[src/hdl/block_pkg.sv]
/* shared types and constants for the block placer; the field is 120 by 120 with 7-bit coordinates
   and QUEUE_DEPTH must be a power of two, at least 2 */
`default_nettype none

package block_pkg;

	// ##############################
	// types
	// ##############################

	typedef logic [6:0] coord_t;       // playing field coordinate
	typedef logic [2:0] colour_t;      // rgb, one bit each
	typedef logic [7:0] key_code_t;    // ps2 scan code
	typedef logic [5:0] pixel_index_t; // pixel number within a bar, 0..59

	// mover FSM
	typedef enum logic [1:0] {
		IDLE,    // waiting for the first start
		PLACING, // arrow keys move the bar
		SETTLED  // bar is set, keys ignored until start
	} mover_state_t;

	// ##############################
	// ps2 scan codes
	// ##############################

	localparam key_code_t KEY_LEFT  = 8'h6b;
	localparam key_code_t KEY_RIGHT = 8'h74;
	localparam key_code_t KEY_UP    = 8'h75;
	localparam key_code_t KEY_DOWN  = 8'h72;
	localparam key_code_t KEY_SPACE = 8'h29;

	// colours
	localparam colour_t COLOUR_BLACK = 3'b000; // erase
	localparam colour_t COLOUR_RED   = 3'b100; // bar being placed
	localparam colour_t COLOUR_PINK  = 3'b101; // bar that is set

	// ##############################
	// field geometry
	// ##############################

	localparam coord_t HOME_X    = 7'd8;   // top-left after start
	localparam coord_t HOME_Y    = 7'd7;
	localparam coord_t MIN_X     = 7'd8;   // lowest top-left x
	localparam coord_t MIN_Y     = 7'd4;   // lowest top-left y
	localparam coord_t FIELD_MAX = 7'd115; // far edge limit on both axes

	// bar size, long side and short side
	localparam int BAR_LEN   = 30;
	localparam int BAR_THICK = 2;

	localparam pixel_index_t BAR_PIXELS = 6'd60; // BAR_LEN * BAR_THICK

	// command queue depth used when the top level does not override it
	localparam int DEFAULT_QUEUE_DEPTH = 4;

endpackage

`default_nettype wire

[src/hdl/block_mover.sv]
/* keys are dropped while a draw is pending, while no_room is high, or outside PLACING;
   orientation is sampled at start only */
`timescale 1ns/1ps
`default_nettype none

module block_mover (
	input  logic                 clk,
	input  logic                 reset_n,
	input  logic                 start,        // begin a new placement
	input  logic                 vertical,     // orientation, sampled at start
	input  block_pkg::key_code_t key_data,
	input  logic                 key_pressed,  // one-cycle strobe, key_data valid
	input  logic                 no_room,      // queue has fewer than two free slots
	output logic                 push,
	output block_pkg::coord_t    cmd_x,
	output block_pkg::coord_t    cmd_y,
	output block_pkg::colour_t   cmd_colour,
	output logic                 cmd_vertical,
	output block_pkg::coord_t    block_x,      // current top-left of the bar
	output block_pkg::coord_t    block_y,
	output logic                 block_set     // bar has been set with space
);
	import block_pkg::*;

	mover_state_t state;
	logic         bar_vertical; // orientation latched at start
	logic         pend_draw;    // red draw owed after an erase

	coord_t lim_x;              // highest top-left x for this orientation
	coord_t lim_y;
	coord_t new_x;
	coord_t new_y;
	logic   move_ok;            // arrow key that stays in bounds
	logic   key_ok;             // key strobe that may be acted on
	logic   is_space;

	// next command
	logic    issue;
	coord_t  nxt_x;
	coord_t  nxt_y;
	colour_t nxt_colour;
	logic    nxt_vertical;

	// ##############################
	// bounds and key decode
	// ##############################

	// far edge = top-left + size - 1 must stay at or below FIELD_MAX
	assign lim_x = bar_vertical ? coord_t'(FIELD_MAX - BAR_THICK + 1)
	                            : coord_t'(FIELD_MAX - BAR_LEN + 1);
	assign lim_y = bar_vertical ? coord_t'(FIELD_MAX - BAR_LEN + 1)
	                            : coord_t'(FIELD_MAX - BAR_THICK + 1);

	assign key_ok   = key_pressed && (state == PLACING) && !no_room && !pend_draw;
	assign is_space = (key_data == KEY_SPACE);

	// one pixel per key, compare old position so nothing wraps
	always_comb begin
		new_x   = block_x;
		new_y   = block_y;
		move_ok = 1'b0;
		case (key_data)
			KEY_LEFT: begin
				new_x   = block_x - 7'd1;
				move_ok = (block_x > MIN_X);
			end
			KEY_RIGHT: begin
				new_x   = block_x + 7'd1;
				move_ok = (block_x < lim_x);
			end
			KEY_UP: begin
				new_y   = block_y - 7'd1;
				move_ok = (block_y > MIN_Y);
			end
			KEY_DOWN: begin
				new_y   = block_y + 7'd1;
				move_ok = (block_y < lim_y);
			end
			default: move_ok = 1'b0; // other codes do nothing
		endcase
	end

	// ##############################
	// command select
	// ##############################

	always_comb begin
		issue        = 1'b0;
		nxt_x        = block_x;
		nxt_y        = block_y;
		nxt_colour   = COLOUR_RED;
		nxt_vertical = bar_vertical;
		if (start) begin
			issue        = !no_room;     // home draw lost when queue is near full
			nxt_x        = HOME_X;
			nxt_y        = HOME_Y;
			nxt_vertical = vertical;
		end else if (pend_draw) begin
			issue = 1'b1;                // red at the new spot, block_x already moved
		end else if (key_ok && is_space) begin
			issue      = 1'b1;
			nxt_colour = COLOUR_PINK;
		end else if (key_ok && move_ok) begin
			issue      = 1'b1;
			nxt_colour = COLOUR_BLACK;   // erase at the old spot
		end
	end

	// control state
	always_ff @(posedge clk) begin
		if (reset_n) begin
			state        <= IDLE;
			push         <= 1'b0;
			pend_draw    <= 1'b0;
			block_set    <= 1'b0;
			bar_vertical <= 1'b0;
			block_x      <= HOME_X;
			block_y      <= HOME_Y;
		end else begin
			push      <= issue;
			pend_draw <= 1'b0;
			if (start) begin
				state        <= PLACING;
				bar_vertical <= vertical;
				block_x      <= HOME_X;
				block_y      <= HOME_Y;
				block_set    <= 1'b0;
			end else if (key_ok && is_space) begin
				state     <= SETTLED;
				block_set <= 1'b1;
			end else if (key_ok && move_ok) begin
				block_x   <= new_x; // updates with the erase push
				block_y   <= new_y;
				pend_draw <= 1'b1;
			end
		end
	end

	// command payload, only meaningful with push
	always_ff @(posedge clk) begin
		if (issue) begin
			cmd_x        <= nxt_x;
			cmd_y        <= nxt_y;
			cmd_colour   <= nxt_colour;
			cmd_vertical <= nxt_vertical;
		end
	end

endmodule

`default_nettype wire

[src/hdl/draw_queue.sv]
/* first-word-fall-through; no_room counts the command pushed this cycle as taken,
   pushes when full and pops when empty are ignored */
`timescale 1ns/1ps
`default_nettype none

module draw_queue #(
	parameter int QUEUE_DEPTH = block_pkg::DEFAULT_QUEUE_DEPTH // power of two, >= 2
) (
	input  logic               clk,
	input  logic               reset_n,
	input  logic               push,
	input  block_pkg::coord_t  cmd_x,
	input  block_pkg::coord_t  cmd_y,
	input  block_pkg::colour_t cmd_colour,
	input  logic               cmd_vertical,
	input  logic               pop,
	output block_pkg::coord_t  q_x,      // head command, valid while !empty
	output block_pkg::coord_t  q_y,
	output block_pkg::colour_t q_colour,
	output logic               q_vertical,
	output logic               empty,
	output logic               no_room
);
	import block_pkg::*;

	localparam int PTR_W = $clog2(QUEUE_DEPTH);
	localparam int CMD_W = 2 * $bits(coord_t) + $bits(colour_t) + 1;

	logic [CMD_W-1:0] mem [QUEUE_DEPTH]; // x, y, colour, vertical side by side
	logic [PTR_W-1:0] wr_ptr;
	logic [PTR_W-1:0] rd_ptr;
	logic [PTR_W:0]   count;             // occupancy, 0..QUEUE_DEPTH
	logic             full;
	logic             wr_en;
	logic             rd_en;

	assign full  = (int'(count) == QUEUE_DEPTH);
	assign empty = (count == '0);
	// two slots needed for an erase plus draw, in-flight push included
	assign no_room = (int'(count) + int'(push)) > (QUEUE_DEPTH - 2);

	assign wr_en = push && !full;
	assign rd_en = pop && !empty;

	// head word straight out of the array
	assign {q_x, q_y, q_colour, q_vertical} = mem[rd_ptr];

	always_ff @(posedge clk) begin
		if (wr_en)
			mem[wr_ptr] <= {cmd_x, cmd_y, cmd_colour, cmd_vertical};
	end

	// pointers wrap on their own, depth is a power of two
	always_ff @(posedge clk) begin
		if (reset_n) begin
			wr_ptr <= '0;
			rd_ptr <= '0;
			count  <= '0;
		end else begin
			if (wr_en)
				wr_ptr <= wr_ptr + 1'b1;
			if (rd_en)
				rd_ptr <= rd_ptr + 1'b1;
			case ({wr_en, rd_en})
				2'b10:   count <= count + 1'b1;
				2'b01:   count <= count - 1'b1;
				default: count <= count; // none, or one in and one out
			endcase
		end
	end

endmodule

`default_nettype wire

[src/hdl/block_raster.sv]
/* one pixel per cycle, 60 per bar in index order; one dead cycle after each bar
   so a bar takes 62 cycles from pop to the next possible pop */
`timescale 1ns/1ps
`default_nettype none

module block_raster (
	input  logic               clk,
	input  logic               reset_n,
	input  logic               empty,
	input  block_pkg::coord_t  q_x,
	input  block_pkg::coord_t  q_y,
	input  block_pkg::colour_t q_colour,
	input  logic               q_vertical,
	output logic               pop,
	output block_pkg::coord_t  xout,
	output block_pkg::coord_t  yout,
	output block_pkg::colour_t colourout,
	output logic               plot
);
	import block_pkg::*;

	// ##############################
	// latched command
	// ##############################

	coord_t  base_x;     // top-left of the bar being drawn
	coord_t  base_y;
	colour_t bar_colour;
	logic    bar_vert;

	// ##############################
	// raster state
	// ##############################

	logic         active;   // plotting a bar
	logic         gap;      // dead cycle after the last pixel
	pixel_index_t idx;      // pixel number, 0..59
	coord_t       col;      // offset along x
	coord_t       row;      // offset along y
	coord_t       col_last; // last column of a row for this orientation

	// take the head as soon as idle, head is already valid when !empty
	assign pop = !active && !gap && !empty;

	// rows are 30 wide horizontal, 2 wide vertical
	assign col_last = bar_vert ? coord_t'(BAR_THICK - 1) : coord_t'(BAR_LEN - 1);

	assign xout      = base_x + col;
	assign yout      = base_y + row;
	assign colourout = bar_colour;
	assign plot      = active;

	always_ff @(posedge clk) begin
		if (reset_n) begin
			active <= 1'b0;
			gap    <= 1'b0;
			idx    <= '0;
			col    <= '0;
			row    <= '0;
		end else begin
			gap <= 1'b0;
			if (pop) begin
				active <= 1'b1; // plot rises next cycle
				idx    <= '0;
				col    <= '0;
				row    <= '0;
			end else if (active) begin
				if (idx == BAR_PIXELS - 6'd1) begin
					active <= 1'b0;
					gap    <= 1'b1;
				end
				idx <= idx + 1'b1;
				// column/row pair stands in for i mod w and i div w
				if (col == col_last) begin
					col <= '0;
					row <= row + 7'd1;
				end else begin
					col <= col + 7'd1;
				end
			end
		end
	end

	// command payload, loaded with the pop
	always_ff @(posedge clk) begin
		if (pop) begin
			base_x     <= q_x;
			base_y     <= q_y;
			bar_colour <= q_colour;
			bar_vert   <= q_vertical;
		end
	end

endmodule

`default_nettype wire

[src/hdl/block_placer.sv]
/* top of the block placer; key_pressed must be a one-cycle strobe in the clk domain */
`timescale 1ns/1ps
`default_nettype none

module block_placer #(
	parameter int QUEUE_DEPTH = block_pkg::DEFAULT_QUEUE_DEPTH // pending draw commands
) (
	input  logic                 clk,
	input  logic                 reset_n,
	input  logic                 start,
	input  logic                 vertical,
	input  block_pkg::key_code_t key_data,
	input  logic                 key_pressed,
	output block_pkg::coord_t    xout,      // pixel stream to the vga adapter
	output block_pkg::coord_t    yout,
	output block_pkg::colour_t   colourout,
	output logic                 plot,
	output block_pkg::coord_t    block_x,   // bar position for the game logic
	output block_pkg::coord_t    block_y,
	output logic                 block_set
);
	import block_pkg::*;

	// mover to queue
	logic    push;
	coord_t  cmd_x;
	coord_t  cmd_y;
	colour_t cmd_colour;
	logic    cmd_vertical;
	logic    no_room;

	// queue to raster
	logic    pop;
	logic    empty;
	coord_t  q_x;
	coord_t  q_y;
	colour_t q_colour;
	logic    q_vertical;

	// keys in, draw commands out
	block_mover i_mover (
		.clk         (clk),
		.reset_n     (reset_n),
		.start       (start),
		.vertical    (vertical),
		.key_data    (key_data),
		.key_pressed (key_pressed),
		.no_room     (no_room),
		.push        (push),
		.cmd_x       (cmd_x),
		.cmd_y       (cmd_y),
		.cmd_colour  (cmd_colour),
		.cmd_vertical(cmd_vertical),
		.block_x     (block_x),
		.block_y     (block_y),
		.block_set   (block_set)
	);

	draw_queue #(
		.QUEUE_DEPTH(QUEUE_DEPTH)
	) i_queue (
		.clk         (clk),
		.reset_n     (reset_n),
		.push        (push),
		.cmd_x       (cmd_x),
		.cmd_y       (cmd_y),
		.cmd_colour  (cmd_colour),
		.cmd_vertical(cmd_vertical),
		.pop         (pop),
		.q_x         (q_x),
		.q_y         (q_y),
		.q_colour    (q_colour),
		.q_vertical  (q_vertical),
		.empty       (empty),
		.no_room     (no_room)
	);

	// commands in, pixels out
	block_raster i_raster (
		.clk       (clk),
		.reset_n   (reset_n),
		.empty     (empty),
		.q_x       (q_x),
		.q_y       (q_y),
		.q_colour  (q_colour),
		.q_vertical(q_vertical),
		.pop       (pop),
		.xout      (xout),
		.yout      (yout),
		.colourout (colourout),
		.plot      (plot)
	);

endmodule

`default_nettype wire

[config.mk]
export PLATFORM = sky130hd
export DESIGN_NAME = block_placer
export DESIGN_NICKNAME = d
export VERILOG_FILES = /design/src/hdl/block_pkg.sv /design/src/hdl/block_mover.sv /design/src/hdl/draw_queue.sv /design/src/hdl/block_raster.sv /design/src/hdl/block_placer.sv
export SDC_FILE = /design/constraint.sdc
export NUM_CORES = 1
export LEC_CHECK = 0
export BUFFER_PORTS_ARGS = -buffer_cell sky130_fd_sc_hd__buf_4
export CORE_UTILIZATION = 55
export DETAILED_ROUTE_END_ITERATION = 12
export PLACE_DENSITY = 0.78
export SYNTH_ARGS = -nofsm -noshare
export SYNTH_HDL_FRONTEND = slang
export SYNTH_HIERARCHICAL = 1
export SYNTH_SLANG_ARGS = --single-unit
[constraint.sdc]
create_clock -name clk -period 5.4 [get_ports clk]
set_input_delay 0.54 -clock clk [delete_from_list [all_inputs] [get_ports clk]]
set_output_delay 0.54 -clock clk [all_outputs]
set_load 0.01 [all_outputs]
==> out/metrics.cfg, run 1 <==
[clock_network]
clk_path_buf_depth=2
cts_resized=0
cts_buffers=17
clockRootBuffer=clkbuf_16
cts_htree_levels=4
clkTransAtPathRegs_ns=0.07
hold_buffers=0
clkLatencyLatePin_ns=0.42
cts_sinks=157
post_cts_buffers=0
cts_tree=done

[placement]
dp.cells=787
port-buffer-count=45
dp_hpwl_um=9330
dp_slack_ns=2.35
gp_congestion=0.912

[final_layout]
fin_nets=685
fillers=984
syn2layout_area_growth_pct=13.7
final_core_util_pct=64.3
drive_gt1_share_pct=18.2
fin_cells=819
diodes=0

[flow_run]
max_cap_viol_count=0

[global_routing]
use_met2_pct=37.1
use_met1_pct=24.7
antenna_found_initial=0
grt_busiest_layer=met2
grt-ovfl-total=0
grt_pass1_wl_um=22700
grt_usage_pct=20.7
grt_pass1_vias=4687
grt.met3_usage_pct=3.52
grt_max_degree=29

[worst_setup_path]
worstReg2RegStart=i_queue/count[0]
reg2reg_slack_ns=2.39
critPathMostFrequentCell=ha_1
cpMaxStageDelayCell=o41a_1
crit_start=i_queue/count[0]
crit_chain=ha_1, ha_1, nand2_1, a21oi_1, o21ai_0, and4b_1, a21boi_1, o41a_1
endpoint_kind=flip-flop
crit_path_start_kind=flip-flop
cpPeakStageDelay_ns=0.71
regToRegEndpoint=i_mover/cmd_x[6]
cp.arrival_ns=3.06
r2r_cells=8
crit_required_ns=5.45
cp_max_fo=17
path_class=flip-flop to flip-flop

[die]
rows=42
start_util_pct=56.5
io_pins=46
die_w_um=119
die_y_um=119
core-area_mm2=0.0132
dieArea_mm2=0.0141

[logic_synthesis]
yosys.area.top_type=edfxtp_1
synth_edf_count=107
yosysMostFrequentCell=edfxtp_1
synthFlopType=edfxtp_1
synth_nets=637
synthArstFlopShare_pct=0
synth_cells=582
synth_cell_types=64
yosysWarnings=6
ys_ff_latch=157
syn_area_mm2=0.00748
synth.yosys.seq_area_share_pct=56.3
syn_avg_cell_area_um2=12.9
yosys-top-cells-area=edfxtp_1, dfxtp_1, ha_1
ys_top_cells_by_count=edfxtp_1, dfxtp_1, nor2_1, nand2_1, ha_1
yosys.area.top_type_share_pct=42.9

[sta]
final_hold_viol_count=0
max_slew.worst_pin.slew_ns=1.16
final.setup_skew_ns=0.00724
tns_ns=0
worst_slack_ns=2.39
setup_viol=0
clock.fmax_mhz=332
relSlewSlack_pct=22.5
fin_crit_sh_pct=55.8
grt_setup_unrepaired=no
fin_crit_ns=3.01
slew_violations=0

[drt]
drt_iter0_drc=206
drc_errors=0
wire_per_inst_um=16.5
ant_nets=0
vias=4655
routed_wl_um=13500
dr.pass1.iters=4
vias_per_cell=5.68

[pwr]
power_mw=3.09
p_leak_nw=3.02
ir_worst_vdd_v=0.000224
cellPowerDensity_mw_per_mm2=364

[min_path]
holdPathStages=3
hold_class=input port to flip-flop
min_to=i_mover/cmd_vertical
min_from=vertical

[outcome]
status=complete, no violations

[critical path, delay by kind of cell, from the launching register on]
family | cells | cell delay (ns)
AND/OR/NAND/NOR | 2 | 0.47
adder cells (fa/ha/maj) | 2 | 0.38
flip-flops | 1 | 0.43
AO/OA/AOI/OAI | 4 | 1.36
[state kept, by name, summed over array words and instances, names as in the netlist, 6 cells and up, named ones only]
signal and cells:
i_mover/block_x 7, i_mover/block_y 7, i_mover/cmd_x 7, i_mover/cmd_y 7, i_queue/mem 72, i_raster/base_x 7, i_raster/base_y 7, i_raster/col 7
i_raster/idx 6, i_raster/row 7
[placed cells by master (no fill, tap or decap), types with 7 or more instances in the layout]
| cell | count |
|---|---|
| nor2_1 | 50 |
| nor3_1 | 8 |
| edfxtp_1 | 107 |
| nand2b_1 | 7 |
| nand2_1 | 43 |
| xor2_1 | 13 |
| mux4_2 | 18 |
| buf_4 | 47 |
| inv_1 | 20 |
| clkbuf_16 | 17 |
| or2_2 | 7 |
| a211oi_1 | 10 |
| mux2i_1 | 20 |
| o21ai_0 | 17 |
| nor2b_1 | 18 |
| xnor2_1 | 13 |
| or3_1 | 7 |
| o211ai_1 | 7 |
| dfxtp_1 | 50 |
| and2_1 | 8 |
| nor3b_1 | 7 |
| a21oi_1 | 21 |
| ha_1 | 37 |
[worst max-delay path by stage]
stage	to	slack [ns]	cells after the start
after floorplan	i_queue/count[2]	1.62	10
after global placement	i_mover/cmd_y[0]	2.49	6
after detailed placement	i_mover/cmd_y[0]	2.35	6
after CTS	i_mover/cmd_y[0]	2.38	8
after global routing	i_mover/cmd_y[0]	2.18	8
final	i_mover/cmd_x[6]	2.39	8
[report_power, final]
| part | switching (mW) | total, mW | internal [mW] |
|---|---|---|---|
| clock | 0.505 | 1.12 | 0.618 |
| sequential | 0.0712 | 1.47 | 1.40 |
| combinational | 0.274 | 0.501 | 0.227 |
[per-stage QoR]
step / hold slack, ns / instance area [um^2]
2_1_floorplan: 0.450 / 7480
3_3_place_gp: 0.467 / 7950
3_5_place_dp: 0.478 / 7950
4_1_cts: 0.459 / 8510
5_1_grt: 0.496 / 8510
6_report: 0.481 / 8510
[per-layer routing]
layer / routed length (um) / vias up
met1: 5860 / 2263
met4: 199 / 0
met2: 7020 / 117
met3: 460 / 17
met5: 0 / -
li1: - / 2258
[final cells by class]
type	count	area [um^2]	area share [%]
clock inverters	14	125	1.47
inverters	20	75.1	0.882
clock buffers	18	439	5.16
flip-flops and latches	157	4210	49.5
repair buffers	47	353	4.15
multi-input cells	387	3090	36.2
well taps	176	220	2.59
[kinds of logic after synthesis]
group                    after synthesis  share of synthesized area [%]
AO/OA/AOI/OAI                         90                           8.91
XOR/XNOR                              26                           3.04
adder cells (fa/ha/maj)               42                           7.52
buffers and inverters                 38                           2.54
flip-flops                           157                           56.3
multiplexers                          39                           8.24
other                                  1                         0.0501
AND/OR/NAND/NOR                      189                           13.4
Note: power is estimated with default switching activity, not from simulation.
==> inputs of run 2 (changes only) <==
--- a/config.mk
+++ b/config.mk
@@ -5,6 +5,7 @@
 export SDC_FILE = /design/constraint.sdc
 export NUM_CORES = 1
 export LEC_CHECK = 0
+export ABC_AREA = 1
 export BUFFER_PORTS_ARGS = -buffer_cell sky130_fd_sc_hd__buf_4
 export CORE_UTILIZATION = 55
 export DETAILED_ROUTE_END_ITERATION = 12
==> constraint.sdc (replaced) <==
create_clock -name clk -period 2.9 [get_ports clk]
set_input_delay 0.29 -clock clk [delete_from_list [all_inputs] [get_ports clk]]
set_output_delay 0.29 -clock clk [all_outputs]
set_load 0.01 [all_outputs]
==> out/metrics.cfg, run 2 <==
[pwr]
ir_worst_vdd_v=0.000566  ; +150%
netSwitchingPower_mw=2.00  ; +140%
p_clk_share_pct=34.8  ; -1.5 points
p_leak_nw=3.64  ; +21%
swShare_pct=29.4  ; +1.9 points
power_frac_comb_pct=22.6  ; +6.4 points
p_seq_share_pct=42.5  ; -5.0 points
cellPowerDensity_mw_per_mm2=780  ; +110%
p_int_mw=4.81  ; +110%

[placement]
dp_hpwl_um=9790  ; +5.0%
port-buffer-count=45  ; unchanged
gp_congestion=0.908  ; -0.36%
place_area_mm2=0.00809  ; +1.8%
dp_slack_ns=0.412  ; -1.94 ns
dp.cells=999  ; +27%

[logic_synthesis]
ys_top_cells_by_count=nand2_1, nor2_1, edfxtp_1, inv_1, dfxtp_1
synthArstFlopShare_pct=0  ; unchanged
yosys.area.top_type_share_pct=42.3  ; -0.67 points
yosysMostFrequentCell=nand2_1
yosysWarnings=6  ; unchanged
synth_cells=785  ; +35%
synth_nets=840  ; +32%
syn_area_mm2=0.00760  ; +1.6%
synth_edf_count=107  ; unchanged
syn_avg_cell_area_um2=9.69  ; -25%
yosys.area.top_type=edfxtp_1
synthFlopType=edfxtp_1
synth_cell_types=41  ; -36%
ys_ff_latch=157  ; unchanged
yosys-top-cells-area=edfxtp_1, dfxtp_1, nand2_1
synth.yosys.seq_area_share_pct=55.4  ; -0.88 points

[global_routing]
grt_pass1_vias=5069  ; +8.2%
grt_max_degree=38  ; +31%
grt-ovfl-total=0  ; unchanged
antenna_found_initial=0  ; unchanged
grt_usage_pct=21.7  ; +1.0 points
grt_pass1_wl_um=24100  ; +6.1%

[drt]
dr.pass1.iters=5  ; +1
vias=5421  ; +16%
vias_per_cell=5.26  ; -7.5%
routed_wl_um=14400  ; +6.2%
drt_iter0_drc=411  ; +100%
drc_errors=0  ; unchanged
ant_nets=0  ; unchanged
wire_per_inst_um=13.9  ; -16%

[min_path]
hold_class=input port to flip-flop

[worst_setup_path]
cp.arrival_ns=2.27  ; -0.79 ns
endpoint_kind=output pin
crit_chain=ha_1, inv_1, fa_1, o21ai_0, nand2_1, nand2_1, xor2_1, buf_4
crit_path_start_kind=flip-flop
crit_required_ns=2.61  ; -2.84 ns
cpMaxStageDelayCell=dfxtp_1
path_class=flip-flop to output pin
cp_max_fo=5  ; -12
critPathMostFrequentCell=nand2_1
reg2reg_slack_ns=0.39  ; -2.00 ns
cpPeakStageDelay_ns=0.44  ; -0.27 ns

[die]
dieArea_mm2=0.0143  ; +1.6%
start_util_pct=57.0  ; +0.45 points
core-area_mm2=0.0133  ; +0.79%
rows=42  ; unchanged
die_y_um=120  ; +0.78%
io_pins=46  ; unchanged
die_w_um=120  ; +0.78%

[final_layout]
layout_commonest_cell=nand2_1
largest_reg_flops=72  ; unchanged
drive_gt1_share_pct=14.2  ; -4.0 points
fin_cells=1031  ; +26%
diodes=0  ; unchanged
design_area_mm2=0.00874  ; +2.7%
fin_nets=897  ; +31%
largest-register=i_queue/mem
final_core_util_pct=65.5  ; +1.2 points
syn2layout_area_growth_pct=14.9
mostFrequentLayoutCells=nand2_1, nor2_1, edfxtp_1

[sta]
clock.fmax_mhz=391
setup_viol=0  ; unchanged
final_hold_viol_count=0  ; unchanged
slew_violations=0  ; unchanged
fin_crit_ns=2.56
grt_setup_unrepaired=no
tns_ns=0  ; unchanged
relSlewSlack_pct=51.9  ; +29 points
fin_crit_sh_pct=88.2
max_slew.worst_pin.slew_ns=0.721  ; -0.438 ns
final.setup_skew_ns=0.0109  ; +0.00365 ns
worst_slack_ns=0.342  ; -2.05 ns

[clock_network]
hold_buffers=0  ; unchanged
post_cts_buffers=0  ; unchanged
cts_resized=0  ; unchanged
clkTransAtPathRegs_ns=0.06  ; about the same
cts_tree=done
clockRootBuffer=clkbuf_16
clkLatencyLatePin_ns=0.41  ; about the same
clk_path_buf_depth=2  ; unchanged
cts_buffers=17  ; unchanged
cts_htree_levels=4  ; unchanged
cts_sinks=157  ; unchanged

[outcome]
status=complete, no violations

[flow_run]
max_cap_viol_count=0  ; unchanged

[run 2: cell count changes after synthesis, sizes merged, moves of 10 or more]
| cell | delta |
|---|---|
| nand4 | +11 |
| a211oi | -10 |
| nand3 | +33 |
| o22ai | +17 |
| mux2i | -20 |
| nor2 | +81 |
| nor2b | -18 |
| inv | +73 |
| o21ai | +29 |
| nand2 | +107 |
| mux4 | -18 |
[run 2: final cells by class]
class	instances	area, um^2
tap	176	220
fill	1051	4610
multi-input combinational	519	2900
clock inverter	15	221
inverter	93	357
sequential	157	4210
clock buffer	17	425
timing repair buffer	54	405
[run 2: kinds of logic after synthesis]
family / after synthesis / synth area share, %
and+or+nand+nor: 351 / 20.7
DFF: 157 / 55.4
buffers and inverters: 109 / 6.48
AOI/OAI and AO/OA: 102 / 7.34
adders and majority gates: 42 / 7.40
xor gates and xnor gates: 23 / 2.65
other: 1 / 0.0493
[run 2: power by group through the flow]
stage          Clock, mW  Combinational (mW)  Sequential (mW)
2_1_floorplan          0                1.11             2.91
3_3_place_gp           0                1.50             2.93
3_5_place_dp           0                1.54             2.94
4_1_cts             2.41                1.55             2.90
5_1_grt             2.50                1.72             2.93
6_report            2.37                1.54             2.90
[run 2: path summary, 6_finish.rpt]
kind | start | to | cells after the start
min reg2reg | i_mover/state[1] | i_mover/state[1] | 2
min | reset_n | i_queue/wr_ptr[1] | 2
max reg2reg | i_queue/count[0] | i_mover/cmd_x[6] | 10
max | i_raster/col[0] | xout[6] | 8
[run 2: through the flow]
step                      hold WS [ns]  total power [mW]
after detailed placement         0.462              4.48
after global routing             0.144              7.15
final                            0.163              6.82
after floorplan                  0.359              4.02
after CTS                        0.142              6.86
after global placement           0.451              4.43
[run 2: layer usage]
metal  up-vias  wire length (um)  track usage (%)
li1       2747                 -                -
met1      2505              6040             26.1
met2       150              7410             37.4
met3        19               654             5.13
met4         0               269             9.14
met5         -                 0                0
[run 2: worst max-delay path: cells and delay by family, from the launching register on]
family / cells / cell delay [ns]
AO/OA/AOI/OAI: 1 / 0.29
XOR/XNOR: 1 / 0.15
adder cells (fa/ha/maj): 2 / 0.62
buffers and inverters: 2 / 0.20
flip-flops: 1 / 0.44
AND/OR/NAND/NOR: 2 / 0.17
==> inputs of run 3 (changes only) <==
--- a/config.mk
+++ b/config.mk
@@ -9,8 +9,7 @@
 export BUFFER_PORTS_ARGS = -buffer_cell sky130_fd_sc_hd__buf_4
 export CORE_UTILIZATION = 55
 export DETAILED_ROUTE_END_ITERATION = 12
-export PLACE_DENSITY = 0.78
+export PLACE_DENSITY = 0.81
 export SYNTH_ARGS = -nofsm -noshare
 export SYNTH_HDL_FRONTEND = slang
-export SYNTH_HIERARCHICAL = 1
 export SYNTH_SLANG_ARGS = --single-unit
==> constraint.sdc (replaced) <==
create_clock -name clk -period 2.3 [get_ports clk]
set_input_delay 0.23 -clock clk [delete_from_list [all_inputs] [get_ports clk]]
set_output_delay 0.23 -clock clk [all_outputs]
set_load 0.01 [all_outputs]
==> out/metrics.cfg, run 3 <==
[global_routing]
grt_pass1_wl_um=25000  ; +3.5%
grt_max_degree=36  ; -5.3%
grt_usage_pct=24.5  ; +2.8 points
grt-ovfl-total=0  ; unchanged
antenna_found_initial=0  ; unchanged
grt_pass1_vias=5485  ; +8.2%

[drt]
drc_errors=0  ; unchanged
dr.pass1.iters=7  ; +2
drt_iter0_drc=381  ; -7.3%
vias=5525  ; +1.9%
vias_per_cell=5.53  ; +5.1%
ant_nets=0  ; unchanged
routed_wl_um=15300  ; +6.6%
wire_per_inst_um=15.3  ; +9.9%

[logic_synthesis]
ys_top_cells_by_count=nor2_1, nand2_1, edfxtp_1, inv_1, o21ai_0
synth_nets=800  ; -4.8%
ys_ff_latch=150  ; -4.5%
synthFlopType=edfxtp_1
syn_avg_cell_area_um2=9.66  ; -0.25%
yosys.area.top_type=edfxtp_1
synth_edf_count=102  ; -4.7%
synth_cell_types=39  ; -4.9%
synth.yosys.seq_area_share_pct=55.9  ; +0.48 points
syn_area_mm2=0.00720  ; -5.3%
synthArstFlopShare_pct=0  ; unchanged
yosys-top-cells-area=edfxtp_1, dfxtp_1, ha_1
synth_cells=745  ; -5.1%
yosysMostFrequentCell=nor2_1
yosysWarnings=0  ; -6
yosys.area.top_type_share_pct=42.6  ; +0.29 points

[final_layout]
largest-register=i_queue.mem
fin_nets=871  ; -2.9%
drive_gt1_share_pct=16.8  ; +2.6 points
syn2layout_area_growth_pct=18.9
mostFrequentLayoutCells=nor2_1, nand2_1, edfxtp_1
largest_reg_flops=68  ; -5.6%
final_core_util_pct=67.5  ; +2.0 points
layout_commonest_cell=nor2_1
diodes=0  ; unchanged

[clock_network]
clkTransAtPathRegs_ns=0.05  ; about the same
hold_buffers=0  ; unchanged
cts_htree_levels=4  ; unchanged
clockRootBuffer=clkbuf_16
cts_buffers=17  ; unchanged
cts_tree=done
cts_sinks=150  ; -4.5%
clkLatencyLatePin_ns=0.42  ; about the same
clk_path_buf_depth=2  ; unchanged

[sta]
max_slew.worst_pin.slew_ns=1.03  ; +0.310 ns
slew_violations=0  ; unchanged
relSlewSlack_pct=31.2  ; -21 points
final.setup_skew_ns=0.00744  ; -0.00345 ns
grt_setup_unrepaired=yes
fin_crit_ns=2.27
final_hold_viol_count=0  ; unchanged
clock.fmax_mhz=440
fin_crit_sh_pct=98.8
setup_viol=0  ; unchanged

[die]
core-area_mm2=0.0127  ; -5.1%
die_w_um=116  ; -2.7%
dieArea_mm2=0.0135  ; -5.2%
rows=41  ; -2.4%
die_y_um=116  ; -2.7%
start_util_pct=56.8  ; -0.16 points
io_pins=46  ; unchanged

[worst_setup_path]
crit_required_ns=2.07  ; -0.54 ns
cp_max_fo=5  ; unchanged
path_class=flip-flop to output pin
cpMaxStageDelayCell=dfxtp_4
crit_chain=ha_1, inv_1, fa_2, o21ai_4, a21oi_1, nor2_1, nor2_1, xor2_1, buf_4
cpPeakStageDelay_ns=0.37  ; -0.07 ns
critPathMostFrequentCell=nor2_1
cp.arrival_ns=2.04  ; -0.23 ns
endpoint_kind=output pin
crit_path_start_kind=flip-flop

[placement]
gp_congestion=0.866  ; -4.7%
port-buffer-count=44  ; -2.2%
dp_hpwl_um=10500  ; +7.5%

[outcome]
status=complete, no violations

[min_path]
hold_class=input port to flip-flop

[pwr]
power_mw=8.28  ; +21%
p_leak_nw=3.38  ; -7.3%
ir_worst_vdd_v=0.000547  ; -3.5%
cellPowerDensity_mw_per_mm2=968  ; +24%

[flow_run]
max_cap_viol_count=0  ; unchanged

==> run 3: cell count changes after synthesis, moves of 8 or more <==
cell / previous run / this run
o21ai_0: 33 / 52
inv_2: 8 / 0
o21ai_1: 13 / 1
a21oi_1: 28 / 38
nand2_1: 140 / 112
clkbuf_1: 2 / 12
==> run 3: layout make-up <==
cell class,count,area [um^2]
clock inverter,14,185
fill,908,4120
clock buffer,17,425
inverter,83,315
tap,172,215
timing repair buffer,70,538
multi-input combinational,494,2840
sequential,150,4040
==> run 3: path summary, 6_finish.rpt <==
path	startpoint	depth (start not counted)	to	slack (ns)
max reg2reg	i_mover.bar_vertical	14	i_mover.cmd_x[1]	0.14
min reg2reg	i_mover.block_set	2	i_mover.block_set	0.48
max	i_raster.col[0]	9	xout[6]	0.03
min	reset_n	2	i_mover.state[0]	0.09
==> run 3: repair_timing <==
| item | CTS | global route |
|---|---|---|
| resized for setup | 10 | 15 |
| setup endpoints to repair | 21 | 21 |
| pin swaps | 2 | 5 |
| setup buffers | 1 | 6 |
==> run 3: worst max-delay path: cells and delay by family, from the launching register on <==
family	cells	cell delay, ns
compound gates	2	0.24
fa+ha+maj	2	0.54
xor+xnor	1	0.13
flops	1	0.37
buf+inv	2	0.20
simple gates	2	0.13
==> run 3: report_power, final <==
group	leakage, nW	internal, mW	switching, mW
sequential	1.28	3.29	0.163
combinational	1.81	0.730	1.26
clock	0.294	1.80	1.04
total	3.38	5.82	2.46
==> run 3: logic make-up after synthesis <==
| family | synth area share (%) |
|---|---|
| flip-flops | 55.9 |
| XOR/XNOR | 3.29 |
| other | 0.0521 |
| buffers and inverters | 5.51 |
| adder cells (fa/ha/maj) | 7.82 |
| AO/OA/AOI/OAI | 9.00 |
| AND/OR/NAND/NOR | 18.4 |
==> run 3: per-layer routing <==
metal	GRT usage (%)	wire length, um	vias up
met1	27.0	5810	2599
met4	14.1	478	0
li1	-	-	2663
met3	5.09	992	46
met5	0	0	-
met2	43.9	8040	217
==> run 3: metrics by stage <==
step / hold slack, ns / cell area [um^2] / TNS, ns / instances / setup slack [ns]
2_1_floorplan: 0.401 / 7200 / 0 / 745 / 0.102
3_3_place_gp: 0.454 / 7800 / 0 / 962 / 0.128
3_5_place_dp: 0.457 / 7800 / -0.226 / 962 / -0.0143
4_1_cts: 0.0844 / 8440 / -0.0413 / 994 / -0.0413
5_1_grt: 0.0966 / 8560 / -0.141 / 1000 / -0.109
6_report: 0.0937 / 8560 / 0 / 1000 / 0.0270
